`config.mk`:
```
export PLATFORM = sky130hd
export DESIGN_NAME = memory
export DESIGN_NICKNAME = d
export VERILOG_FILES = /design/src/proc_pkg.sv /design/src/memory.sv
export VERILOG_INCLUDE_DIRS = /design/src
export SDC_FILE = /design/constraint.sdc
export NUM_CORES = 2
export LEC_CHECK = 0
export BUFFER_PORTS_ARGS = -buffer_cell sky130_fd_sc_hd__buf_2
export CAP_MARGIN = 20
export CORE_MARGIN = 2
export CORE_UTILIZATION = 50
export DETAILED_ROUTE_END_ITERATION = 7
export GPL_ROUTABILITY_DRIVEN = 0
export PLACE_DENSITY = 0.76
export REMOVE_ABC_BUFFERS = 1
export SLEW_MARGIN = 15
export SYNTH_ARGS = -nofsm -noshare
export SYNTH_HDL_FRONTEND = slang
export SYNTH_SLANG_ARGS = --single-unit
```
`constraint.sdc`:
```
create_clock -name clk -period 8.06 [get_ports clk]
set_input_delay 0.806 -clock clk [delete_from_list [all_inputs] [get_ports clk]]
set_output_delay 0.806 -clock clk [all_outputs]
set_load 0.01 [all_outputs]
```
`src/proc_params.svh`:
```
// Width and depth constants for the 16-bit five-stage processor
// Shared by the package and the stage modules
`ifndef PROC_PARAMS_SVH
`define PROC_PARAMS_SVH

// Data and instruction word width
`define PROC_XLEN 16

// Register file index width and register count
`define PROC_REG_AW 3
`define PROC_NREGS (1 << `PROC_REG_AW)

// Word-addressed memories
`define PROC_IMEM_AW 8
`define PROC_DMEM_AW 8
`define PROC_IMEM_DEPTH (1 << `PROC_IMEM_AW)
`define PROC_DMEM_DEPTH (1 << `PROC_DMEM_AW)

// Low bit of each instruction field
`define PROC_OP_LSB 12
`define PROC_RD_LSB 9
`define PROC_RS_LSB 6
`define PROC_RT_LSB 3

`endif

```
`src/proc_pkg.sv`:
```
// Types shared by the processor stages
// Word and index types, opcode and ALU encodings, pipeline register layouts
`include "proc_params.svh"

package proc_pkg;

   typedef logic [`PROC_XLEN-1:0]    word_t;
   typedef logic [`PROC_REG_AW-1:0]  reg_idx_t;
   typedef logic [`PROC_IMEM_AW-1:0] pc_t;

   // Opcode in bits 15 to 12 with unlisted values illegal
   typedef enum logic [3:0] {
      OP_NOP  = 4'd0,
      OP_ADD  = 4'd1,
      OP_SUB  = 4'd2,
      OP_AND  = 4'd3,
      OP_XOR  = 4'd4,
      OP_ADDI = 4'd5,
      OP_LD   = 4'd6,
      OP_ST   = 4'd7,
      OP_BEQZ = 4'd8,
      OP_J    = 4'd9,
      OP_HALT = 4'd15
   } opcode_e;

   typedef enum logic [1:0] {
      ALU_ADD = 2'd0,
      ALU_SUB = 2'd1,
      ALU_AND = 2'd2,
      ALU_XOR = 2'd3
   } alu_op_e;

   typedef struct packed {
      logic  valid;
      pc_t   next_pc;
      word_t instr;
   } if_id_t;

   typedef struct packed {
      logic     valid;
      alu_op_e  alu_op;
      logic     use_imm;
      word_t    op_a;
      word_t    op_b;
      word_t    imm;
      word_t    store_data;
      reg_idx_t rd;
      logic     reg_write;
      logic     mem_read;
      logic     mem_write;
      logic     halt;
   } id_ex_t;

   typedef struct packed {
      logic     valid;
      word_t    alu_result;
      word_t    store_data;
      reg_idx_t rd;
      logic     reg_write;
      logic     mem_read;
      logic     mem_write;
      logic     halt;
   } ex_mem_t;

   typedef struct packed {
      logic     valid;
      word_t    data;
      reg_idx_t rd;
      logic     reg_write;
      logic     halt;
   } mem_wb_t;

endpackage

```
`src/memory.sv`:
```
// Memory stage
// Data memory addressed by the ALU result, load data select and the MEM/WB register
`timescale 1ns/1ps
`include "proc_params.svh"

module memory import proc_pkg::*; (
   input  logic    clk,
   input  logic    rst_n_i,
   input  ex_mem_t ex_mem_i,
   output mem_wb_t mem_wb_o
);

   word_t                   dmem [`PROC_DMEM_DEPTH];
   logic [`PROC_DMEM_AW-1:0] addr;
   logic                    mem_we;
   word_t                   rdata;
   mem_wb_t                 mem_wb_q;

   assign addr   = ex_mem_i.alu_result[`PROC_DMEM_AW-1:0];
   assign mem_we = ex_mem_i.valid && ex_mem_i.mem_write;

   always_ff @(posedge clk) begin
      if (mem_we) begin
         dmem[addr] <= ex_mem_i.store_data;
      end
   end

   // Asynchronous read
   assign rdata = dmem[addr];

   always_ff @(posedge clk) begin
      if (!rst_n_i) begin
         mem_wb_q.valid <= 1'b0;
      end else begin
         mem_wb_q.valid <= ex_mem_i.valid;
      end
      mem_wb_q.data      <= ex_mem_i.mem_read ? rdata : ex_mem_i.alu_result;
      mem_wb_q.rd        <= ex_mem_i.rd;
      mem_wb_q.reg_write <= ex_mem_i.reg_write;
      mem_wb_q.halt      <= ex_mem_i.halt;
   end

   assign mem_wb_o = mem_wb_q;

   // Addresses computed in execute must stay inside the data memory
   a_addr_in_range: assert property (
      @(posedge clk) disable iff (!rst_n_i)
      (ex_mem_i.valid && (ex_mem_i.mem_read || ex_mem_i.mem_write)) |->
         ex_mem_i.alu_result[`PROC_XLEN-1:`PROC_DMEM_AW] == '0
   ) else $error("data memory access above the top address");

endmodule

```
==> metrics.yaml <==
route:
  dr.pass1.iters: 6
  totalWireLength_um: 416600
  drt_iter0_drc: 13890
  vias: 78560
  vias_per_cell: 6.607
  drc: 0
  antenna_left: 0
  wl_per_cell_um: 35.04
floorplanning:
  start_util_pct: 50.32
  core-area_um2: 315200
  rows: 206
  pin_count: 64
  fp.dieW_um: 567.3
  die_area_um2: 321800
  die_height_um: 567.3
critical_path:
  critPathKind: "in2reg"
  worstSetupEndpointType: "register"
  crit_path_start_kind: "input port"
  critPathMaxFanout: 64
  critPathArrivalTime_ns: 5.13
  critPathRequiredTime_ns: 8.89
clock_tree:
  cts_tree: "yes"
  ctsHtreeMaxLevel: 5
  clk_pin_slew_ns: 0.07
  cts_setup_buffers: 0
  clockRootBuffer: "clkbuf_16"
  clock_sinks: 4118
  cts.path.max_buffers: 4
  hold_buffers: 5
  clk_latency_ns: 1.00
  cts_inserted_buffers: 395
  ctsResizeCount: 0
yosys:
  yosysWarnings: 0
  ys_top_cells_by_count: "edfxtp_1, mux4_2, mux2i_1"
  synth_area_um2: 158600
  syn_inst: 6944
  ys_ff_latch: 4118
  ys_seq_area_share_pct: 77.81
  ys.flop_type: "edfxtp_1"
  ys_top_cells_by_area: "edfxtp_1, mux4_2, mux2i_1"
  synth_edf_count: 4096
  yosysMostFrequentCell: "edfxtp_1"
  ys_types: 61
  yosys.area.top_type: "edfxtp_1"
  avgSynthCellArea_um2: 22.84
  yosys.area.top_type_share_pct: 77.54
  synthArstFlopShare_pct: 0
pwr:
  clkPwrFrac_pct: 41.7
  comb_power_share_pct: 4.9
  p_per_area_nw_per_um2: 247.8
  intPower_uw: 34550
  p_sw_uw: 9612
  p_leak_uw: 0.05585
  power_uw: 44170
  pwr-share-seq_pct: 53.5
  swShare_pct: 21.76
  ir_drop_uv: 204.9
sta:
  slew_violations: 0
  setup_violations: 0
  fin_crit_ns: 4.307
  finalClockSkew_ns: 0.07052
  rsz0062_at_grt: "false"
  fin_crit_sh_pct: 53.44
  tightest_slew_ns: 1.217
  timing_hold_violations_final: 0
  slew_headroom_pct: 18.89
  fmax_mhz: 232.2
  final.setup.tns_ns: 0
final_layout:
  utilization_pct: 56.54
  multiInputGateArea_um2: 32870
  finalNetCount: 7426
  fill_cells: 21600
  synthToLayoutAreaGrowth_pct: 12.35
  register_area_um2: 123400
  layout-drive-gt1-share_pct: 27.30
run:
  cap_violations: 0
worst_hold_path:
  hp-class: "in2reg"
status:
  outcome: "finished, final reports clean"
placement:
  port_buffers: 63
  hpwl_um: 233900
global_routing:
  grt_pass1_wl_um: 589000
  grt_use_total_pct: 25.68
  grt_start_max_net_pins: 162
  first_global_vias: 78560
  antenna_found_initial: 37
  overflow: 0
==> final timing paths <==
path	start	to	slack, ns	cells after the start
max reg2reg	dmem[255][6]	mem_wb_o[11]	4.94	7
max	ex_mem_i[24]	mem_wb_o[5]	3.75	10
min reg2reg	dmem[105][3]	mem_wb_o[8]	1.16	5
min	rst_n_i	mem_wb_o[21]	0.06	2
==> logic make-up (layout without fill, tap and decap cells) <==
| group | Yosys count | in the layout | share of synthesized area [%] |
|---|---|---|---|
| AO/OA/AOI/OAI | 404 | 404 | 1.834 |
| other | 0 | 14 | 0 |
| AND/OR/NAND/NOR | 616 | 616 | 1.676 |
| multiplexers | 1391 | 1391 | 17.11 |
| flip-flops | 4118 | 4118 | 77.81 |
| buffers and inverters | 415 | 1186 | 1.568 |
==> critical path: stages <==
cell and delay (ns):
buf_8 0.35, buf_12 0.46, and2_4 0.79, buf_4 0.41, nand2_1 0.11, a41oi_1 0.32, o221ai_1 0.32, nor2_1 0.75
o311a_1 0.59, o21ai_1 0.12
==> routing by layer <==
layer,wire length (um),track usage (%)
met3,54820,6.380
met2,198000,40.10
met1,141900,34.20
met4,21870,12.15
met5,127,0
==> cell usage in the layout, fill, tap and decap left out, types with 17 or more instances in the layout <==
cell type | netlist | final
edfxtp_1 | 4096 | 4096
mux4_2 | 1041 | 1041
clkbuf_16 | 0 | 396
buf_4 | 50 | 356
mux2i_1 | 331 | 331
nor2_1 | 315 | 297
a22oi_1 | 142 | 142
nand2_1 | 111 | 100
nand3_1 | 100 | 100
clkinv_1 | 2 | 92
clkbuf_1 | 139 | 80
clkinv_2 | 0 | 71
a21oi_1 | 54 | 54
buf_2 | 108 | 41
bufinv_16 | 0 | 33
nor3_1 | 30 | 30
o211ai_1 | 26 | 26
o21ai_0 | 24 | 24
clkbuf_8 | 0 | 23
dfxtp_1 | 22 | 22
a221oi_1 | 20 | 20
o21ai_1 | 20 | 20
clkinv_16 | 0 | 20
o22ai_1 | 17 | 17
==> cell type report <==
cell class	count	area share, %
timing repair buffer	452	2.098
tap	4160	2.921
clock inverter	247	1.475
sequential	4118	69.26
clock buffer	481	5.767
multi-input combinational	2411	18.44
antenna	14	0.01966
inverter	6	0.01264
==> power groups by stage <==
stage | logic (uW) | clock network [uW] | registers, uW
floorplan | 838 | 0 | 24000
global placement | 2050 | 0 | 24100
detailed placement | 2090 | 0 | 24100
CTS | 2110 | 18500 | 23600
global route | 2220 | 19300 | 23600
finish | 2150 | 18400 | 23600
==> registers in the layout, summed over array words and instances, names as in the netlist <==
signal	count
mem_wb_o	22
dmem	4096
==> through the flow <==
| stage | cells | worst slack [ns] | hold slack (ns) | instance area (um2) |
|---|---|---|---|---|
| finish | 11890 | 3.753 | 0.06094 | 178200 |
| global route | 11880 | 3.614 | 0.05453 | 178200 |
| CTS | 11870 | 3.785 | 0.008100 | 178000 |
| detailed placement | 11130 | 2.834 | 0.9099 | 165100 |
| global placement | 11130 | 2.803 | 0.9087 | 165000 |
| floorplan | 6535 | 2.743 | 0.8337 | 156200 |
(Power assumes the default switching activity.)
