## src/proc_params.svh

```systemverilog
// Width and depth constants for the 16-bit five-stage processor
// Shared by the package and the stage modules
`ifndef PROC_PARAMS_SVH
`define PROC_PARAMS_SVH

// Data and instruction word width
`define PROC_XLEN 16

// Register file index width and register count
`define PROC_REG_AW 3
`define PROC_NREGS (1 << `PROC_REG_AW)

// Word-addressed memories
`define PROC_IMEM_AW 8
`define PROC_DMEM_AW 8
`define PROC_IMEM_DEPTH (1 << `PROC_IMEM_AW)
`define PROC_DMEM_DEPTH (1 << `PROC_DMEM_AW)

// Low bit of each instruction field
`define PROC_OP_LSB 12
`define PROC_RD_LSB 9
`define PROC_RS_LSB 6
`define PROC_RT_LSB 3

`endif

```

## src/proc_pkg.sv

```systemverilog
// Types shared by the processor stages
// Word and index types, opcode and ALU encodings, pipeline register layouts
`include "proc_params.svh"

package proc_pkg;

   typedef logic [`PROC_XLEN-1:0]    word_t;
   typedef logic [`PROC_REG_AW-1:0]  reg_idx_t;
   typedef logic [`PROC_IMEM_AW-1:0] pc_t;

   // Opcode in bits 15 to 12 with unlisted values illegal
   typedef enum logic [3:0] {
      OP_NOP  = 4'd0,
      OP_ADD  = 4'd1,
      OP_SUB  = 4'd2,
      OP_AND  = 4'd3,
      OP_XOR  = 4'd4,
      OP_ADDI = 4'd5,
      OP_LD   = 4'd6,
      OP_ST   = 4'd7,
      OP_BEQZ = 4'd8,
      OP_J    = 4'd9,
      OP_HALT = 4'd15
   } opcode_e;

   typedef enum logic [1:0] {
      ALU_ADD = 2'd0,
      ALU_SUB = 2'd1,
      ALU_AND = 2'd2,
      ALU_XOR = 2'd3
   } alu_op_e;

   typedef struct packed {
      logic  valid;
      pc_t   next_pc;
      word_t instr;
   } if_id_t;

   typedef struct packed {
      logic     valid;
      alu_op_e  alu_op;
      logic     use_imm;
      word_t    op_a;
      word_t    op_b;
      word_t    imm;
      word_t    store_data;
      reg_idx_t rd;
      logic     reg_write;
      logic     mem_read;
      logic     mem_write;
      logic     halt;
   } id_ex_t;

   typedef struct packed {
      logic     valid;
      word_t    alu_result;
      word_t    store_data;
      reg_idx_t rd;
      logic     reg_write;
      logic     mem_read;
      logic     mem_write;
      logic     halt;
   } ex_mem_t;

   typedef struct packed {
      logic     valid;
      word_t    data;
      reg_idx_t rd;
      logic     reg_write;
      logic     halt;
   } mem_wb_t;

endpackage

```

## src/fetch.sv

```systemverilog
// Fetch stage
// Program counter, instruction memory with a load port, and the IF/ID register
`timescale 1ns/1ps
`include "proc_params.svh"

module fetch import proc_pkg::*; (
   input  logic   clk,
   input  logic   rst_n_i,
   input  logic   stall_i,
   input  logic   redirect_i,
   input  pc_t    target_i,
   input  logic   fetch_stop_i,
   input  logic   imem_we_i,
   input  pc_t    imem_addr_i,
   input  word_t  imem_wdata_i,
   output if_id_t if_id_o
);

   word_t  imem [`PROC_IMEM_DEPTH];
   pc_t    pc_q;
   pc_t    pc_plus1;
   if_id_t if_id_q;

   assign pc_plus1 = pc_q + 1'b1;

   // Program load port used while reset is held
   always_ff @(posedge clk) begin
      if (imem_we_i) begin
         imem[imem_addr_i] <= imem_wdata_i;
      end
   end

   always_ff @(posedge clk) begin
      if (!rst_n_i) begin
         pc_q <= '0;
      end else if (redirect_i) begin
         pc_q <= target_i;
      end else if (!stall_i && !fetch_stop_i) begin
         pc_q <= pc_plus1;
      end
   end

   // The word behind a redirect or a HALT is dropped
   always_ff @(posedge clk) begin
      if (!rst_n_i) begin
         if_id_q.valid <= 1'b0;
      end else if (redirect_i || fetch_stop_i) begin
         if_id_q.valid <= 1'b0;
      end else if (!stall_i) begin
         if_id_q.valid   <= 1'b1;
         if_id_q.next_pc <= pc_plus1;
         if_id_q.instr   <= imem[pc_q];
      end
   end

   assign if_id_o = if_id_q;

   // Decode only redirects with an instruction that is free to issue
   a_no_redirect_on_stall: assert property (
      @(posedge clk) disable iff (!rst_n_i) !(redirect_i && stall_i)
   ) else $error("fetch saw redirect and stall together");

endmodule

```

## config.mk

```make
export PLATFORM = sky130hd
export DESIGN_NAME = fetch
export DESIGN_NICKNAME = d
export VERILOG_FILES = /design/src/proc_pkg.sv /design/src/fetch.sv
export VERILOG_INCLUDE_DIRS = /design/src
export SDC_FILE = /design/constraint.sdc
export NUM_CORES = 2
export LEC_CHECK = 0
export BUFFER_PORTS_ARGS = -buffer_cell sky130_fd_sc_hd__clkbuf_2
export CAP_MARGIN = 20
export CORE_MARGIN = 2
export CORE_UTILIZATION = 50
export DETAILED_ROUTE_END_ITERATION = 6
export GPL_TIMING_DRIVEN = 1
export PLACE_DENSITY = 0.68
export RECOVER_POWER = 50
export SLEW_MARGIN = 10
export SYNTH_ARGS = -nofsm -noshare
export SYNTH_HDL_FRONTEND = slang
export SYNTH_SLANG_ARGS = --single-unit
```

## constraint.sdc

```tcl
create_clock -name clk -period 3.1 [get_ports clk]
set_clock_uncertainty 0.05 [all_clocks]
set_input_delay 0.155 -clock clk [delete_from_list [all_inputs] [get_ports clk]]
set_output_delay 0.155 -clock clk [all_outputs]
set_load 0.1 [all_outputs]
```

==> reports/results.ini <==
[cts]
cts_root_buf = clkbuf_16
clock-sinks = 4129
cts_buffers = 411
cts.clk_slew.worst_paths_ns = 0.06
insertion_delay_ns = 0.96
cts_buffer_depth = 4
cts_tree = yes
h-tree-depth = 5

[critical_path]
regToRegStartpoint = pc_q[0]$_SDFFE_PN0P_
r2r_setup_slack_ns = -0.12
setup.worst_path.start = pc_q[0]$_SDFFE_PN0P_
cp_max_fo = 26
worstSetupPathType = flip-flop to flip-flop
startpoint_type = flip-flop
reg2reg_to = if_id_o[1]$_DFFE_PP_
rr_worst_depth = 9
critPathCaptureType = flip-flop
critPathRequiredTime_ns = 3.81
worst_ep_arrival_time_ns = 3.93

[floorplan]
die_w_um = 567.3
fp-row-count = 206
die_h_um = 567.3
initial_core_util_pct = 50.33
io_pins = 63
coreArea_um2 = 315200
die_area_um2 = 321800

[timing]
fin_crit_ns = 3.219
rsz0062_at_grt = yes
layout_setup_ws_ns = -0.1187
finalHoldViolCount = 0
worst_slew_pin_slew_ns = 3.480
setup_viol = 25
post-route-period-util_pct = 103.8
slew_headroom_pct = -132.0
slew_violations = 1500
max_freq_ghz = 0.3107

[yosys]
async_flop_share_pct = 0
synth_cell_type_count = 48
ys_ff_latch = 4129
syn_nets = 7321
synth_top_flop_cell = edfxtp_1
ys_seq_area_share_pct = 78.10
synthCells = 7282
syn_area_um2 = 158600
synth_area_per_cell_um2 = 21.79
synth_enable_flop_cells = 4120
ys_warn_count = 0

[pwr]
pwr_density_cell_nw_per_um2 = 635.6
p_seq_share_pct = 52.1
power_leakage_nw = 58.32
p_clk_share_pct = 41.5
sw_frac_of_total_pct = 21.54
intPower_mw = 92.82
power.total_mw = 118.3
netSwitchingPower_mw = 25.48
pwr-share-comb_pct = 6.4
peakVddDrop_v = 0.0005375

[status]
status = finished with violations
violations = DRC, capacitance limit, slew limit, setup timing

[detailed_routing]
drt_wl_total_um = 429100
viasPerCell = 6.411
vias = 82360
drt_iter0_drc = 12080
dr.pass1.iters = 7
wl_per_cell_um = 33.40
drc = 1
postRouteAntennaNets = 0

[place]
gp_congestion = 0.9410
place_ws_ns = -0.7840
port_buffers = 62
dp_hpwl_um = 259500
place_inst = 11980

[min_path]
worst_hold_startpoint = imem_addr_i[6]
whs_path_depth = 4
hold_path_end = imem[42][11]$_DFFE_PP_
min_path_type = input pin to flip-flop

[global_route]
track_usage_pct = 26.36
overflow = 0
grt_pass1_wl_um = 605400
grt_max_degree = 116
antenna_found_initial = 23
grt_pass1_vias = 81300

[run]
drv_cap = 16

[final_layout]
layout.nets = 8386
fin_cells = 12850
area_growth_pct = 17.32
fillers = 21860
drive_gt1_share_pct = 30.51

## timing repair
action                                   CTS  global route
pin swaps                                 26            31
setup buffers                             26            19
hold endpoints to repair                2740             0
gates cloned                              15             4
gates resized for setup                  167           112
endpoints found under the setup margin    16            17
hold buffers                              51             0
## worst max-delay path, stage by stage (launching register included)
cell and delay [ns]:
dfxtp_4 0.40, buf_16 0.24, buf_12 0.20, buf_12 0.24, mux2i_1 0.12, o221ai_1 0.34
nor3_1 0.16, or4_1 0.60, a221o_1 0.38, nor4_2 0.26
## flip-flops by register name (all words and copies together) (netlist names)
name and count:
if_id_o 25, imem 4096, pc_q 8
## cell usage in the layout, fill, tap and decap left out, drive strengths merged, types with 9 or more instances in the layout
| master | n |
|---|---|
| buf | 937 |
| a21oi | 176 |
| mux2i | 481 |
| bufinv | 44 |
| and2 | 10 |
| mux4 | 832 |
| a221oi | 32 |
| o211ai | 19 |
| nand2 | 35 |
| xnor2 | 11 |
| or4 | 16 |
| nor2 | 273 |
| inv | 16 |
| clkbuf | 597 |
| nor3 | 98 |
| o21ai | 101 |
| nand4 | 12 |
| nor2b | 12 |
| dlygate4sd3 | 51 |
| o22a | 32 |
| a22oi | 64 |
| dfxtp | 9 |
| o22ai | 80 |
| nor4 | 36 |
| o221ai | 256 |
| o32ai | 16 |
| clkinv | 190 |
| clkinvlp | 11 |
| a221o | 16 |
| a22o | 32 |
| nand3 | 41 |
| edfxtp | 4120 |
## per-layer routing
layer | track usage [%] | wire [um] | share of wire (%)
met5 | 0 | 69 | 0.016
met4 | 10.80 | 21430 | 5.0
met3 | 4.767 | 45060 | 11
met2 | 41.53 | 203400 | 47
met1 | 36.72 | 159100 | 37
## stage by stage
step                cell area (um2)  util [%]  hold slack (ns)  setup TNS (ns)
floorplan                    158700         -           0.1843               0
finish                       186100     59.04           0.1170          -1.154
CTS                          185700     58.92          0.03138          -1.412
global placement             170500     54.08           0.3548          -5.802
global route                 186100     59.04           0.1199          -21.15
detailed placement           170500     54.08           0.3606          -6.438
## worst max path at each step
stage	end	depth (start not counted)	slack, ns
after global placement	if_id_o[5]$_DFFE_PP_	11	-0.81
after CTS	if_id_o[11]$_DFFE_PP_	10	-0.11
after detailed placement	if_id_o[5]$_DFFE_PP_	11	-0.78
after floorplan	if_id_o[0]$_DFFE_PP_	3	0.47
final	if_id_o[1]$_DFFE_PP_	9	-0.12
after global routing	if_id_o[1]$_DFFE_PP_	11	-0.16
## area by class of cell
class / count / area (um2) / share of cell area (%)
antenna: 8 / 20.02 / 0.01076
sequential: 4129 / 123900 / 66.58
timing repair buffer: 1101 / 10490 / 5.638
inverter: 5 / 21.27 / 0.01143
clock buffer: 489 / 10620 / 5.706
tap: 4160 / 5205 / 2.797
multi-input combinational: 2699 / 33200 / 17.84
clock inverter: 256 / 2639 / 1.418
## cell families after synthesis
kind of cell | Yosys count | share of synthesized area (%)
compound gates | 824 | 3.726
xor+xnor | 13 | 0.07177
fa+ha+maj | 1 | 0.007885
buf+inv | 454 | 1.660
flops | 4129 | 78.10
mux | 1313 | 14.85
simple gates | 548 | 1.592
## power groups by stage
stage	combinational (mW)	clock, mW	sequential (mW)
floorplan	3.51	0	62.8
global placement	6.85	0	62.8
detailed placement	6.96	0	62.8
CTS	7.37	49.6	61.6
global route	7.81	51.8	61.7
finish	7.52	49.1	61.7
## synthesized netlist by cell type (30+ instances only)
library cell	instances	area, um2
mux2i_1	481	4815
a21oi_1	176	880.8
o21ai_0	91	455.4
nand3_1	41	205.2
buf_4	30	225.2
a22oi_1	64	480.5
o221ai_1	253	2216
a22o_1	32	280.3
buf_6	43	484.2
mux4_2	832	18740
o22a_1	32	280.3
nor2_1	273	1025
edfxtp_1	4120	123700
clkbuf_1	225	844.6
nand2_1	35	131.4
nor4_1	36	225.2
o22ai_1	80	500.5
a221oi_1	32	280.3
buf_2	74	370.4
nor3_1	98	490.5
buf_1	44	165.2
Power figures use the tool's default switching activity.
