$ cat config.mk
export PLATFORM = sky130hd
export DESIGN_NAME = execute
export DESIGN_NICKNAME = d
export VERILOG_FILES = /design/src/proc_pkg.sv /design/src/execute.sv
export VERILOG_INCLUDE_DIRS = /design/src
export SDC_FILE = /design/constraint.sdc
export NUM_CORES = 1
export LEC_CHECK = 0
export ABC_CLOCK_PERIOD_IN_PS = 3150
export BUFFER_PORTS_ARGS = -buffer_cell sky130_fd_sc_hd__buf_2
export CAP_MARGIN = 5
export CORE_MARGIN = 2
export CORE_UTILIZATION = 40
export CTS_CLUSTER_SIZE = 28
export DETAILED_ROUTE_END_ITERATION = 8
export MAX_ROUTING_LAYER = met4
export PLACE_DENSITY = 0.71
export SETUP_SLACK_MARGIN = 0.05
export SLEW_MARGIN = 10
export SYNTH_ARGS = -nofsm -noshare
export SYNTH_HDL_FRONTEND = slang
export SYNTH_SLANG_ARGS = --single-unit
$ cat constraint.sdc
create_clock -name clk -period 3.15 [get_ports clk]
set_clock_uncertainty 0.05 [all_clocks]
set_input_delay 0.1575 -clock clk [delete_from_list [all_inputs] [get_ports clk]]
set_output_delay 0.1575 -clock clk [all_outputs]
set_load 0.005 [all_outputs]
$ cat src/proc_params.svh
// Width and depth constants for the 16-bit five-stage processor
// Shared by the package and the stage modules
`ifndef PROC_PARAMS_SVH
`define PROC_PARAMS_SVH

// Data and instruction word width
`define PROC_XLEN 16

// Register file index width and register count
`define PROC_REG_AW 3
`define PROC_NREGS (1 << `PROC_REG_AW)

// Word-addressed memories
`define PROC_IMEM_AW 8
`define PROC_DMEM_AW 8
`define PROC_IMEM_DEPTH (1 << `PROC_IMEM_AW)
`define PROC_DMEM_DEPTH (1 << `PROC_DMEM_AW)

// Low bit of each instruction field
`define PROC_OP_LSB 12
`define PROC_RD_LSB 9
`define PROC_RS_LSB 6
`define PROC_RT_LSB 3

`endif

$ cat src/proc_pkg.sv
// Types shared by the processor stages
// Word and index types, opcode and ALU encodings, pipeline register layouts
`include "proc_params.svh"

package proc_pkg;

   typedef logic [`PROC_XLEN-1:0]    word_t;
   typedef logic [`PROC_REG_AW-1:0]  reg_idx_t;
   typedef logic [`PROC_IMEM_AW-1:0] pc_t;

   // Opcode in bits 15 to 12 with unlisted values illegal
   typedef enum logic [3:0] {
      OP_NOP  = 4'd0,
      OP_ADD  = 4'd1,
      OP_SUB  = 4'd2,
      OP_AND  = 4'd3,
      OP_XOR  = 4'd4,
      OP_ADDI = 4'd5,
      OP_LD   = 4'd6,
      OP_ST   = 4'd7,
      OP_BEQZ = 4'd8,
      OP_J    = 4'd9,
      OP_HALT = 4'd15
   } opcode_e;

   typedef enum logic [1:0] {
      ALU_ADD = 2'd0,
      ALU_SUB = 2'd1,
      ALU_AND = 2'd2,
      ALU_XOR = 2'd3
   } alu_op_e;

   typedef struct packed {
      logic  valid;
      pc_t   next_pc;
      word_t instr;
   } if_id_t;

   typedef struct packed {
      logic     valid;
      alu_op_e  alu_op;
      logic     use_imm;
      word_t    op_a;
      word_t    op_b;
      word_t    imm;
      word_t    store_data;
      reg_idx_t rd;
      logic     reg_write;
      logic     mem_read;
      logic     mem_write;
      logic     halt;
   } id_ex_t;

   typedef struct packed {
      logic     valid;
      word_t    alu_result;
      word_t    store_data;
      reg_idx_t rd;
      logic     reg_write;
      logic     mem_read;
      logic     mem_write;
      logic     halt;
   } ex_mem_t;

   typedef struct packed {
      logic     valid;
      word_t    data;
      reg_idx_t rd;
      logic     reg_write;
      logic     halt;
   } mem_wb_t;

endpackage

$ cat src/execute.sv
// Execute stage
// ALU with immediate operand select, and the EX/MEM register
`timescale 1ns/1ps

module execute import proc_pkg::*; (
   input  logic    clk,
   input  logic    rst_n_i,
   input  id_ex_t  id_ex_i,
   output ex_mem_t ex_mem_o
);

   word_t   src_b;
   word_t   alu_res;
   ex_mem_t ex_mem_q;

   // Immediate also forms the address for LD and ST
   assign src_b = id_ex_i.use_imm ? id_ex_i.imm : id_ex_i.op_b;

   always_comb begin
      unique case (id_ex_i.alu_op)
         ALU_ADD: alu_res = id_ex_i.op_a + src_b;
         ALU_SUB: alu_res = id_ex_i.op_a - src_b;
         ALU_AND: alu_res = id_ex_i.op_a & src_b;
         ALU_XOR: alu_res = id_ex_i.op_a ^ src_b;
      endcase
   end

   always_ff @(posedge clk) begin
      if (!rst_n_i) begin
         ex_mem_q.valid <= 1'b0;
      end else begin
         ex_mem_q.valid <= id_ex_i.valid;
      end
      ex_mem_q.alu_result <= alu_res;
      ex_mem_q.store_data <= id_ex_i.store_data;
      ex_mem_q.rd         <= id_ex_i.rd;
      ex_mem_q.reg_write  <= id_ex_i.reg_write;
      ex_mem_q.mem_read   <= id_ex_i.mem_read;
      ex_mem_q.mem_write  <= id_ex_i.mem_write;
      ex_mem_q.halt       <= id_ex_i.halt;
   end

   assign ex_mem_o = ex_mem_q;

endmodule

==> run_results.csv <==
group,metric,value,unit
synth,syn-instance-count,300,
floorplanning,die_w,88.1,um
synth,count_of_flip_flops_with_a_built_in_enable_after_synthesis,0,
timing,setup_viol_count_final,0,
routing,mean_number_of_vias_per_cell,5.10,
clock_tree,clock_transition_at_path_regs,0.09,ns
timing,timing_worst_slew_pin_value,0.396,ns
clock_tree,post-cts-setup-buffers,0,
critical_path,critPathKind,"primary input to flop",
routing,drt_first_iter_violations,143,
placement,place.detailed.hpwl,6080,um
synth,synth.yosys.seq_area_share,28.3,%
synth,synth_warnings,0,
clock_tree,cts.sinks,40,
routing,drtPass1Iterations,5,
run_status,outcome,"completed",
timing,rsz0062_at_grt,"yes",
synth,synth.lib_cells_used.distinct,59,
clock_tree,cts_tree,"yes",
synth,synth.top_cells.by_area,"sky130_fd_sc_hd__dfxtp_1, sky130_fd_sc_hd__ha_1, sky130_fd_sc_hd__mux2i_1",
synth,synth_area,2830,um^2
routing,ant_nets,0,
final_layout,largest_register_ffs,40,
placement,port-buffer-count,116,
clock_tree,number_of_levels_in_the_clock_h_tree,2,
final_layout,mostFrequentLayoutCell,"sky130_fd_sc_hd__buf_2",
critical_path,timing.critical_path.from_type,"primary input",
final_layout,nets,567,
synth,ys_dominant_reg_cell,"sky130_fd_sc_hd__dfxtp_1",
critical_path,cp-endpoint,"ex_mem_o[37]$_DFF_P_",
floorplanning,core_area,6830,um^2
global_routing,groute.usage.overall,20.9,%
synth,synthArstFlopShare,0,%
routing,routed_wirelength,7750,um
global_routing,antenna_found_initial,0,
floorplanning,start_util,41.4,%
synth,synth_largest_area_cell,"sky130_fd_sc_hd__dfxtp_1",
synth,postSynthRegisterBits,40,
power_and_ir_drop,power.share.sequential,34.4,%
floorplanning,floorplan.io_pins,117,
min_path,hold_path_class,"primary input to flop",
timing,timing_hold_violations_final,0,
power_and_ir_drop,static-leakage-power,0.00192,uW
timing,max_slew_margin,73.3,%
floorplanning,core_rows,30,
clock_tree,clock_buffer_count_from_cts,5,
final_layout,antennaDiodeCount,0,
final_layout,commonest_non_fill_non_tap_cells_in_the_layout,"sky130_fd_sc_hd__buf_2, sky130_fd_sc_hd__dfxtp_1, sky130_fd_sc_hd__ha_1",
final_layout,final_core_util,58.7,%
routing,routed-via-count,2823,
routing,post-route-drc-count,0,
power_and_ir_drop,swShare,32.6,%
floorplanning,chipHeight,88.1,um
clock_tree,ctsLongestPathBuffers,2,
power_and_ir_drop,report.power.total,1690,uW
global_routing,global_route_total_overflow,0,
power_and_ir_drop,intPower,1140,uW
floorplanning,die_outline_area,7750,um^2
critical_path,path_max_fanout,17,
critical_path,cp_data_required_time,3.33,ns
timing,fin_crit_sh,90.8,%
synth,yosysTopAreaCellShare,28.3,%
final_layout,ratio_of_cells_with_drive_above_1_in_the_final_layout,38.0,%
final_layout,syn_to_layout_area_delta,41.8,%
timing,period_needed,2.86,ns
synth,syn-mean-instance-area,9.42,um^2
timing,totalNegativeSetupSlack,0,ns
synth,postSynthNetCount,410,
run,maxCapViolations,0,
timing,fmax,350,MHz
power_and_ir_drop,ir_drop,0.174,mV
critical_path,crit_path_end_kind,"flop",
power_and_ir_drop,power.switching,552,uW
critical_path,timing.critical_path.arrival,3.04,ns
final_layout,final.fill_count,629,
critical_path,setup.worst_path.start,"id_ex_i[71]",
power_and_ir_drop,power.density,422,nW/um^2
power_and_ir_drop,comb_power_share,39.4,%
placement,gp_weighted_congestion,0.914,
global_routing,pin_count_of_the_biggest_net_entering_global_routing,24,
routing,route.detailed.wl_per_inst,14.0,um
global_routing,first_global_vias,2776,
power_and_ir_drop,power.clock.fraction,26.2,%
timing,drv_slew,0,
clock_tree,cts.root.buffer_cell,"sky130_fd_sc_hd__clkbuf_8",
global_routing,grt_pass1_wl,12400,um
-- logic make-up after synthesis --
| family | after synthesis | synth area share [%] |
|---|---|---|
| flip-flops | 40 | 28.3 |
| AND/OR/NAND/NOR | 73 | 14.8 |
| buffers and inverters | 26 | 3.94 |
| XOR/XNOR | 18 | 6.06 |
| AO/OA/AOI/OAI | 82 | 21.1 |
| multiplexers | 28 | 10.9 |
| adder cells (fa/ha/maj) | 33 | 14.9 |
-- synthesized netlist by cell type, drive strengths merged (3+ instances only) --
library cell / n
dfxtp: 40
ha: 32
a21oi: 19
nor2: 18
o21ai: 18
inv: 16
mux2i: 15
mux2: 13
nand2: 12
xor2: 10
nor3: 9
a21o: 7
nand2b: 7
o211ai: 7
xnor2: 7
clkbuf: 6
nand3: 5
o21a: 5
buf: 4
nor2b: 4
nor4: 4
o31ai: 4
o2111ai: 3
or3: 3
-- per-stage QoR --
step	instances	area (um^2)	setup slack [ns]	hold WS [ns]
after CTS	554	4000	0.180	0.0123
after detailed placement	523	3660	-0.113	0.212
final	554	4010	0.290	0.0177
after global placement	523	3660	-0.0568	0.210
after floorplan	300	2860	0.0481	0.135
after global routing	554	4010	0.0329	0.0217
-- layer usage --
| metal | share of wire, % | global-route usage (%) | up-vias |
|---|---|---|---|
| li1 | - | - | 1416 |
| met1 | 41 | 23.1 | 1292 |
| met2 | 50 | 38.8 | 105 |
| met3 | 7.8 | 3.58 | 10 |
| met4 | 1.4 | 5.37 | 0 |
| met5 | 0 | - | - |
-- cell type report --
| class | count | area (um^2) | share of cell area, % |
|---|---|---|---|
| timing repair buffer | 160 | 981 | 24.5 |
| clock inverter | 3 | 46.3 | 1.16 |
| sequential | 40 | 801 | 20.0 |
| tap | 96 | 120 | 3.00 |
| multi-input combinational | 234 | 1930 | 48.2 |
| clock buffer | 5 | 68.8 | 1.72 |
| inverter | 16 | 60.1 | 1.50 |
-- worst min-delay path by stage --
stage / startpoint / end / slack [ns] / cells past startpoint
3_5_place_dp: id_ex_i[6] / ex_mem_o[6]$_DFF_P_ / 0.21 / 1
5_1_grt: id_ex_i[74] / ex_mem_o[39]$_SDFF_PN0_ / 0.02 / 2
2_1_floorplan: id_ex_i[0] / ex_mem_o[0]$_DFF_P_ / 0.14 / 0
6_report: id_ex_i[74] / ex_mem_o[39]$_SDFF_PN0_ / 0.02 / 2
4_1_cts: id_ex_i[74] / ex_mem_o[39]$_SDFF_PN0_ / 0.01 / 2
3_3_place_gp: id_ex_i[8] / ex_mem_o[8]$_DFF_P_ / 0.21 / 1
-- power groups by stage --
| stage | Clock [uW] | Combinational (uW) | Sequential (uW) |
|---|---|---|---|
| detailed placement | 0 | 640 | 593 |
| CTS | 455 | 667 | 581 |
| global placement | 0 | 627 | 594 |
| global route | 476 | 744 | 587 |
| finish | 443 | 666 | 581 |
| floorplan | 0 | 391 | 604 |
-- worst max-delay path: stages --
cell,delay [ns]
sky130_fd_sc_hd__buf_2,0.19
sky130_fd_sc_hd__buf_12,0.14
sky130_fd_sc_hd__buf_4,0.24
sky130_fd_sc_hd__mux2i_2,0.31
sky130_fd_sc_hd__nand2_1,0.11
sky130_fd_sc_hd__or3_1,0.34
sky130_fd_sc_hd__o21ai_1,0.17
sky130_fd_sc_hd__xor2_1,0.18
sky130_fd_sc_hd__ha_1,0.26
sky130_fd_sc_hd__and3_1,0.20
sky130_fd_sc_hd__a31oi_1,0.19
sky130_fd_sc_hd__o21ai_2,0.12
sky130_fd_sc_hd__a221o_1,0.32
sky130_fd_sc_hd__nor3_2,0.12
-- repair_timing --
item,CTS,global route
endpoints found under the setup margin,0,3
endpoints found under the hold margin,23,0
resized for setup,0,2
hold buffers,23,0
Power figures use the tool's default switching activity.
