===== src/proc_params.svh =====
// Width and depth constants for the 16-bit five-stage processor
// Shared by the package and the stage modules
`ifndef PROC_PARAMS_SVH
`define PROC_PARAMS_SVH

// Data and instruction word width
`define PROC_XLEN 16

// Register file index width and register count
`define PROC_REG_AW 3
`define PROC_NREGS (1 << `PROC_REG_AW)

// Word-addressed memories
`define PROC_IMEM_AW 8
`define PROC_DMEM_AW 8
`define PROC_IMEM_DEPTH (1 << `PROC_IMEM_AW)
`define PROC_DMEM_DEPTH (1 << `PROC_DMEM_AW)

// Low bit of each instruction field
`define PROC_OP_LSB 12
`define PROC_RD_LSB 9
`define PROC_RS_LSB 6
`define PROC_RT_LSB 3

`endif


===== src/proc_pkg.sv =====
// Types shared by the processor stages
// Word and index types, opcode and ALU encodings, pipeline register layouts
`include "proc_params.svh"

package proc_pkg;

   typedef logic [`PROC_XLEN-1:0]    word_t;
   typedef logic [`PROC_REG_AW-1:0]  reg_idx_t;
   typedef logic [`PROC_IMEM_AW-1:0] pc_t;

   // Opcode in bits 15 to 12 with unlisted values illegal
   typedef enum logic [3:0] {
      OP_NOP  = 4'd0,
      OP_ADD  = 4'd1,
      OP_SUB  = 4'd2,
      OP_AND  = 4'd3,
      OP_XOR  = 4'd4,
      OP_ADDI = 4'd5,
      OP_LD   = 4'd6,
      OP_ST   = 4'd7,
      OP_BEQZ = 4'd8,
      OP_J    = 4'd9,
      OP_HALT = 4'd15
   } opcode_e;

   typedef enum logic [1:0] {
      ALU_ADD = 2'd0,
      ALU_SUB = 2'd1,
      ALU_AND = 2'd2,
      ALU_XOR = 2'd3
   } alu_op_e;

   typedef struct packed {
      logic  valid;
      pc_t   next_pc;
      word_t instr;
   } if_id_t;

   typedef struct packed {
      logic     valid;
      alu_op_e  alu_op;
      logic     use_imm;
      word_t    op_a;
      word_t    op_b;
      word_t    imm;
      word_t    store_data;
      reg_idx_t rd;
      logic     reg_write;
      logic     mem_read;
      logic     mem_write;
      logic     halt;
   } id_ex_t;

   typedef struct packed {
      logic     valid;
      word_t    alu_result;
      word_t    store_data;
      reg_idx_t rd;
      logic     reg_write;
      logic     mem_read;
      logic     mem_write;
      logic     halt;
   } ex_mem_t;

   typedef struct packed {
      logic     valid;
      word_t    data;
      reg_idx_t rd;
      logic     reg_write;
      logic     halt;
   } mem_wb_t;

endpackage


===== src/decode.sv =====
// Decode stage
// Control decode, register file with write-through, RAW interlock,
// branch and jump resolution, sticky error and halt, and the ID/EX register
`timescale 1ns/1ps
`include "proc_params.svh"

module decode import proc_pkg::*; (
   input  logic    clk,
   input  logic    rst_n_i,
   input  if_id_t  if_id_i,
   input  ex_mem_t ex_mem_i,
   input  mem_wb_t mem_wb_i,
   output id_ex_t  id_ex_o,
   output logic    stall_o,
   output logic    redirect_o,
   output pc_t     target_o,
   output logic    fetch_stop_o,
   output logic    err_o,
   output logic    halt_o
);

   word_t    regs [`PROC_NREGS];
   opcode_e  opcode;
   reg_idx_t rd;
   reg_idx_t rs;
   reg_idx_t rt;
   word_t    imm6_ext;
   word_t    imm12_ext;
   word_t    br_offset;
   word_t    rd_val;
   word_t    rs_val;
   word_t    rt_val;
   logic     wb_we;
   logic     issue;
   logic     taken;
   alu_op_e  ctl_alu_op;
   logic     ctl_use_imm;
   logic     ctl_reg_write;
   logic     ctl_mem_read;
   logic     ctl_mem_write;
   logic     ctl_halt;
   logic     ctl_illegal;
   logic     is_beqz;
   logic     is_j;
   logic     use_rd;
   logic     use_rs;
   logic     use_rt;
   id_ex_t   id_ex_q;
   logic     err_q;
   logic     halt_q;
   logic     halt_seen_q;

   // True when an older instruction still in flight will write idx
   function automatic logic pending_write(input reg_idx_t idx, input id_ex_t ex,
                                          input ex_mem_t mem);
      return (ex.valid && ex.reg_write && ex.rd == idx) ||
             (mem.valid && mem.reg_write && mem.rd == idx);
   endfunction

   assign opcode    = opcode_e'(if_id_i.instr[`PROC_XLEN-1:`PROC_OP_LSB]);
   assign rd        = if_id_i.instr[`PROC_RD_LSB +: `PROC_REG_AW];
   assign rs        = if_id_i.instr[`PROC_RS_LSB +: `PROC_REG_AW];
   assign rt        = if_id_i.instr[`PROC_RT_LSB +: `PROC_REG_AW];
   assign imm6_ext  = {{(`PROC_XLEN-6){if_id_i.instr[5]}}, if_id_i.instr[5:0]};
   assign imm12_ext = {{(`PROC_XLEN-12){if_id_i.instr[11]}}, if_id_i.instr[11:0]};

   always_comb begin
      ctl_alu_op    = ALU_ADD;
      ctl_use_imm   = 1'b0;
      ctl_reg_write = 1'b0;
      ctl_mem_read  = 1'b0;
      ctl_mem_write = 1'b0;
      ctl_halt      = 1'b0;
      ctl_illegal   = 1'b0;
      is_beqz       = 1'b0;
      is_j          = 1'b0;
      use_rd        = 1'b0;
      use_rs        = 1'b0;
      use_rt        = 1'b0;
      case (opcode)
         OP_NOP: ;
         OP_ADD, OP_SUB, OP_AND, OP_XOR: begin
            ctl_alu_op    = alu_op_e'(opcode - OP_ADD);
            ctl_reg_write = 1'b1;
            use_rs        = 1'b1;
            use_rt        = 1'b1;
         end
         OP_ADDI, OP_LD: begin
            ctl_use_imm   = 1'b1;
            ctl_reg_write = 1'b1;
            ctl_mem_read  = (opcode == OP_LD);
            use_rs        = 1'b1;
         end
         OP_ST: begin
            ctl_use_imm   = 1'b1;
            ctl_mem_write = 1'b1;
            use_rs        = 1'b1;
            use_rd        = 1'b1;
         end
         OP_BEQZ: begin
            is_beqz = 1'b1;
            use_rd  = 1'b1;
         end
         OP_J:    is_j = 1'b1;
         OP_HALT: ctl_halt = 1'b1;
         default: ctl_illegal = 1'b1;
      endcase
   end

   // Register file with a MEM/WB write visible to a read in the same cycle
   assign wb_we = mem_wb_i.valid && mem_wb_i.reg_write;

   always_ff @(posedge clk) begin
      if (wb_we) begin
         regs[mem_wb_i.rd] <= mem_wb_i.data;
      end
   end

   assign rd_val = (wb_we && mem_wb_i.rd == rd) ? mem_wb_i.data : regs[rd];
   assign rs_val = (wb_we && mem_wb_i.rd == rs) ? mem_wb_i.data : regs[rs];
   assign rt_val = (wb_we && mem_wb_i.rd == rt) ? mem_wb_i.data : regs[rt];

   // No forwarding, so wait until the producer reaches MEM/WB
   assign stall_o = if_id_i.valid &&
                    ((use_rs && pending_write(rs, id_ex_q, ex_mem_i)) ||
                     (use_rt && pending_write(rt, id_ex_q, ex_mem_i)) ||
                     (use_rd && pending_write(rd, id_ex_q, ex_mem_i)));
   assign issue   = if_id_i.valid && !stall_o;

   assign taken      = is_j || (is_beqz && rd_val == '0);
   assign br_offset  = is_j ? imm12_ext : imm6_ext;
   assign target_o   = if_id_i.next_pc + br_offset[`PROC_IMEM_AW-1:0];
   assign redirect_o = issue && taken;

   always_ff @(posedge clk) begin
      if (!rst_n_i) begin
         id_ex_q.valid <= 1'b0;
      end else begin
         id_ex_q.valid <= issue;
      end
      id_ex_q.alu_op     <= ctl_alu_op;
      id_ex_q.use_imm    <= ctl_use_imm;
      id_ex_q.op_a       <= rs_val;
      id_ex_q.op_b       <= rt_val;
      id_ex_q.imm        <= imm6_ext;
      id_ex_q.store_data <= rd_val;
      id_ex_q.rd         <= rd;
      id_ex_q.reg_write  <= ctl_reg_write;
      id_ex_q.mem_read   <= ctl_mem_read;
      id_ex_q.mem_write  <= ctl_mem_write;
      id_ex_q.halt       <= ctl_halt;
   end

   always_ff @(posedge clk) begin
      if (!rst_n_i) begin
         err_q       <= 1'b0;
         halt_q      <= 1'b0;
         halt_seen_q <= 1'b0;
      end else begin
         if (issue && ctl_illegal) begin
            err_q <= 1'b1;
         end
         if (issue && ctl_halt) begin
            halt_seen_q <= 1'b1;
         end
         if (mem_wb_i.valid && mem_wb_i.halt) begin
            halt_q <= 1'b1;
         end
      end
   end

   assign id_ex_o      = id_ex_q;
   assign err_o        = err_q;
   assign halt_o       = halt_q;
   // Also high in the HALT's own decode cycle, so the next word is dropped
   assign fetch_stop_o = halt_seen_q || (issue && ctl_halt);

   // A stalled word waits in IF/ID while only a bubble reaches execute
   a_bubble_not_valid: assert property (
      @(posedge clk) disable iff (!rst_n_i)
      stall_o |=> !id_ex_o.valid && $stable(if_id_i)
   ) else $error("stalled instruction left IF/ID or entered ID/EX as valid");

endmodule


===== config.mk =====
export PLATFORM = sky130hd
export DESIGN_NAME = decode
export DESIGN_NICKNAME = d
export VERILOG_FILES = /design/src/proc_pkg.sv /design/src/decode.sv
export VERILOG_INCLUDE_DIRS = /design/src
export SDC_FILE = /design/constraint.sdc
export NUM_CORES = 1
export LEC_CHECK = 0
export ABC_AREA = 1
export CORE_ASPECT_RATIO = 1.1
export CORE_UTILIZATION = 45
export DETAILED_ROUTE_END_ITERATION = 10
export DONT_BUFFER_PORTS = 1
export PLACE_DENSITY = 0.62
export SLEW_MARGIN = 10
export SYNTH_ARGS = -nofsm -noshare
export SYNTH_HDL_FRONTEND = slang
export SYNTH_SLANG_ARGS = --single-unit
export TNS_END_PERCENT = 10

===== constraint.sdc =====
create_clock -name clk -period 1.95 [get_ports clk]
set_input_delay 0.2925 -clock clk [delete_from_list [all_inputs] [get_ports clk]]
set_output_delay 0.2925 -clock clk [all_outputs]
set_load 0.05 [all_outputs]

==> metrics.csv <==
metric,value,unit
synth_area_leaders,"sky130_fd_sc_hd__edfxtp_1, sky130_fd_sc_hd__nand2_1, sky130_fd_sc_hd__dfxtp_1",
final.setup.tns,-5.865,ns
port_buffers,0,
finalHoldViolations,0,
die_h,152.2,um
worst_r2r_endpoint,halt_seen_q,
synth_flop_type,sky130_fd_sc_hd__edfxtp_1,
tritoncts,done,
dpl_cell_area,11370,um2
multiplexer_fraction_of_the_synthesized_cell_area,0,%
grt_max_degree,102,
avgRoutedWirePerCell,19.61,um
top_post_synthesis_cells_by_count,"sky130_fd_sc_hd__nand2_1, sky130_fd_sc_hd__o21ai_0, sky130_fd_sc_hd__edfxtp_1, sky130_fd_sc_hd__inv_1, sky130_fd_sc_hd__a21oi_1",
post_route_cells_drive_above_1_share,25.91,%
setup_viol_count_final,37,
multi_input_gate_area_in_the_final_layout,4338,um2
drv.max_cap_violation_count,0,
syn-cell-area,9229,um2
drt_pass1_iterations,9,
final_cell_area,12710,um2
vias,8864,
ys_seq_area_share,50.11,%
worstSetupStartpointType,flip-flop,
post-synth-top-count-cell,sky130_fd_sc_hd__nand2_1,
final-max-slew-violation-count,0,
synthToLayoutAreaGrowth,37.72,%
synth_largest_area_cell,sky130_fd_sc_hd__edfxtp_1,
yosys.cell_types.count,34,
r2r_slack,0.14,ns
status,"finished, violations left",
synth_top_family_by_area,compound AO/OA/AOI/OAI gates,
finalWorstSetupSlack,-0.5105,ns
hpwl,18430,um
critical_path_peak_fanout,2,
postLayoutCoreUtil,63.55,%
final.min_clock_period,2.461,ns
route.detailed.vias_per_inst,5.767,
worst_ep_required_time,1.66,ns
failing_checks,"design-rule violations, negative setup slack",
total_power_per_unit_cell_area,764.7,nW/um2
regArea,4649,um2
slew-limit-headroom,65.25,%
io_pins,177,
remaining_number_of_nets_flagged_by_the_antenna_check_after_routing,0,
final.setup_skew,0.009189,ns
tritoncts_num_sinks,167,
synthDominantCellAreaShare,41.65,%
power_leakage,5.213,nW
worst_hold_path_type,input pin to flip-flop,
wl,30140,um
yosys.area_share.xor_xnor,1.613,%
routabilityCongestion,0.8287,
synth_compound_gate_area_share,19.48,%
timing.final.crit_share,126.2,%
async_set_or_reset_register_ratio_after_synthesis,0,%
design.die.area,21090,um2
timing.critical_path.to_type,output pin,
timing.critical_path.arrival,2.17,ns
yosysWarnings,0,
fp-row-count,54,
gr-total-overflow,0,
max_freq,406.4,MHz
worst_setup_hold_path_clk_slew,0.08,ns
r2r.worst_path.cells,13,
post_synth_inst_count,1120,
ctsRootBufferMaster,sky130_fd_sc_hd__clkbuf_16,
initial_standard_cell_utilization_of_the_core,46.15,%
clkLatencyLatePin,0.44,ns
cts-root-to-sink-buffers,2,
drt_iter0_markers,965,
antenna_cells,0,
post_synth.cell_area_avg,8.240,um2
drc,8,
number_of_global_route_vias_before_repair,8571,
grt_setup_unrepaired,yes,
grt_first_pass_wirelength,46360,um
worstHoldPathCells,2,
synth-seq-cells,167,
grt_use_total,28.89,%
timing.setup.critical_path_class,flip-flop to output pin,
fp.dieW,138.5,um
post_synth_edffs,128,
core_region_area,20000,um2
fin_nets,1373,
min_to,halt_o,
cts-htree-levels,4,
max_slew.worst_pin.slew,0.5206,ns
dpl_worst_slack,-0.3289,ns
final.fill_count,1588,
yosys.area_share.simple,17.49,%
r2r_start,id_ex_o[5],
worst_hold_startpoint,mem_wb_i[0],
worst_ir_drop_on_vdd,625.5,uV
number_of_cts_inserted_buffers,17,
synth_nets,1221,
post_synth_fa_ha_maj_area_fraction,1.708,%
grt_antenna_before_repair,0,
==> cells in the final DEF, fill, tap and decap left out, drive strengths merged, types with 2 or more instances in the layout <==
cell         synthesis  routed
o211ai              16      16
clkbuf              47      18
dlygate4sd3          0      31
buf                 31     180
nor3                 3       3
ha                  11      11
nor2                67      67
inv                129     141
nand2              232     232
a221oi              22      22
nand4                4       4
or2                  2       2
xnor2                9       9
dfxtp               39      39
clkinv               2       3
a31oi               32      32
o21ai              139     139
a21oi              111     111
o21bai               2       2
edfxtp             128     128
xor2                 8       8
nand3               82      82
==> kinds of logic (layout without fill, tap and decap cells) <==
| logic type | after synthesis | count (layout) |
|---|---|---|
| AND/OR/NAND/NOR | 391 | 391 |
| AO/OA/AOI/OAI | 324 | 324 |
| buffers and inverters | 209 | 374 |
| flip-flops | 167 | 167 |
| XOR/XNOR | 17 | 17 |
| adder cells (fa/ha/maj) | 12 | 12 |
==> state kept, by name, summed over array words and instances, names as in the netlist, named ones only <==
| name | count |
|---|---|
| regs | 128 |
| halt_seen_q | 1 |
| halt_o | 1 |
| err_o | 1 |
| id_ex_o | 33 |
==> how the worst max path moves through the flow <==
stage	cells after the start	endpoint	slack, ns	startpoint
3_3_place_gp	14	redirect_o	-0.29	mem_wb_i[4]
6_report	12	redirect_o	-0.51	regs[0][14]
2_1_floorplan	4	id_ex_o[56]	-0.20	flip-flop
4_1_cts	12	redirect_o	-0.49	regs[0][0]
5_1_grt	12	redirect_o	-0.57	regs[0][14]
3_5_place_dp	14	redirect_o	-0.33	mem_wb_i[4]
==> repair_timing <==
| action | CTS | global route |
|---|---|---|
| endpoints found under the hold margin | 143 | 0 |
| resized for setup | 57 | 61 |
| pin swaps | 29 | 30 |
| setup buffers | 11 | 4 |
| setup endpoints to repair | 37 | 39 |
| hold buffers | 31 | 0 |
==> critical path, stage by stage, from the launching register on <==
cell and delay (ns):
sky130_fd_sc_hd__edfxtp_1 0.44, sky130_fd_sc_hd__nor2_2 0.16, sky130_fd_sc_hd__nor2_1 0.06, sky130_fd_sc_hd__nand2_1 0.08, sky130_fd_sc_hd__nand3_2 0.07, sky130_fd_sc_hd__nand3_2 0.07, sky130_fd_sc_hd__nand2_2 0.09, sky130_fd_sc_hd__nor2_4 0.10
sky130_fd_sc_hd__nand2_2 0.10, sky130_fd_sc_hd__nor2_4 0.14, sky130_fd_sc_hd__nand3_4 0.11, sky130_fd_sc_hd__a21oi_4 0.16, sky130_fd_sc_hd__buf_12 0.15
==> metrics by stage <==
step / hold slack, ns / power (mW) / cells
floorplan: 0.3202 / 5.472 / 1120
global placement: 0.3203 / 6.169 / 1462
detailed placement: 0.3204 / 6.189 / 1462
CTS: 0.001899 / 9.684 / 1536
global route: 0.0004206 / 10.05 / 1537
finish: 0.01171 / 9.719 / 1537
==> routing by layer <==
metal | wire (um) | track usage, % | up-vias | share of wire [%]
li1 | - | - | 4153 | -
met1 | 11540 | 34.94 | 4132 | 38
met2 | 14840 | 49.89 | 501 | 49
met3 | 2849 | 6.128 | 78 | 9.5
met4 | 911 | 12.15 | 0 | 3.0
met5 | 0 | 0 | - | 0
==> area by class of cell <==
type                    count  area share [%]
clock buffers              18           3.544
clock inverters            14           1.073
inverters                 131           3.967
multi-input cells         744           34.13
repair buffers            211           18.22
flip-flops and latches    167           36.58
well taps                 252           2.481
==> power by group <==
part	internal (mW)	leakage, nW	switching (mW)	total, mW
Sequential	3.94	1.49	0.244	4.19
Combinational	0.850	3.44	1.27	2.12
Clock	1.79	0.290	1.62	3.41
Total	6.58	5.21	3.14	9.72
No activity file was read; power rests on OpenSTA's default activity.
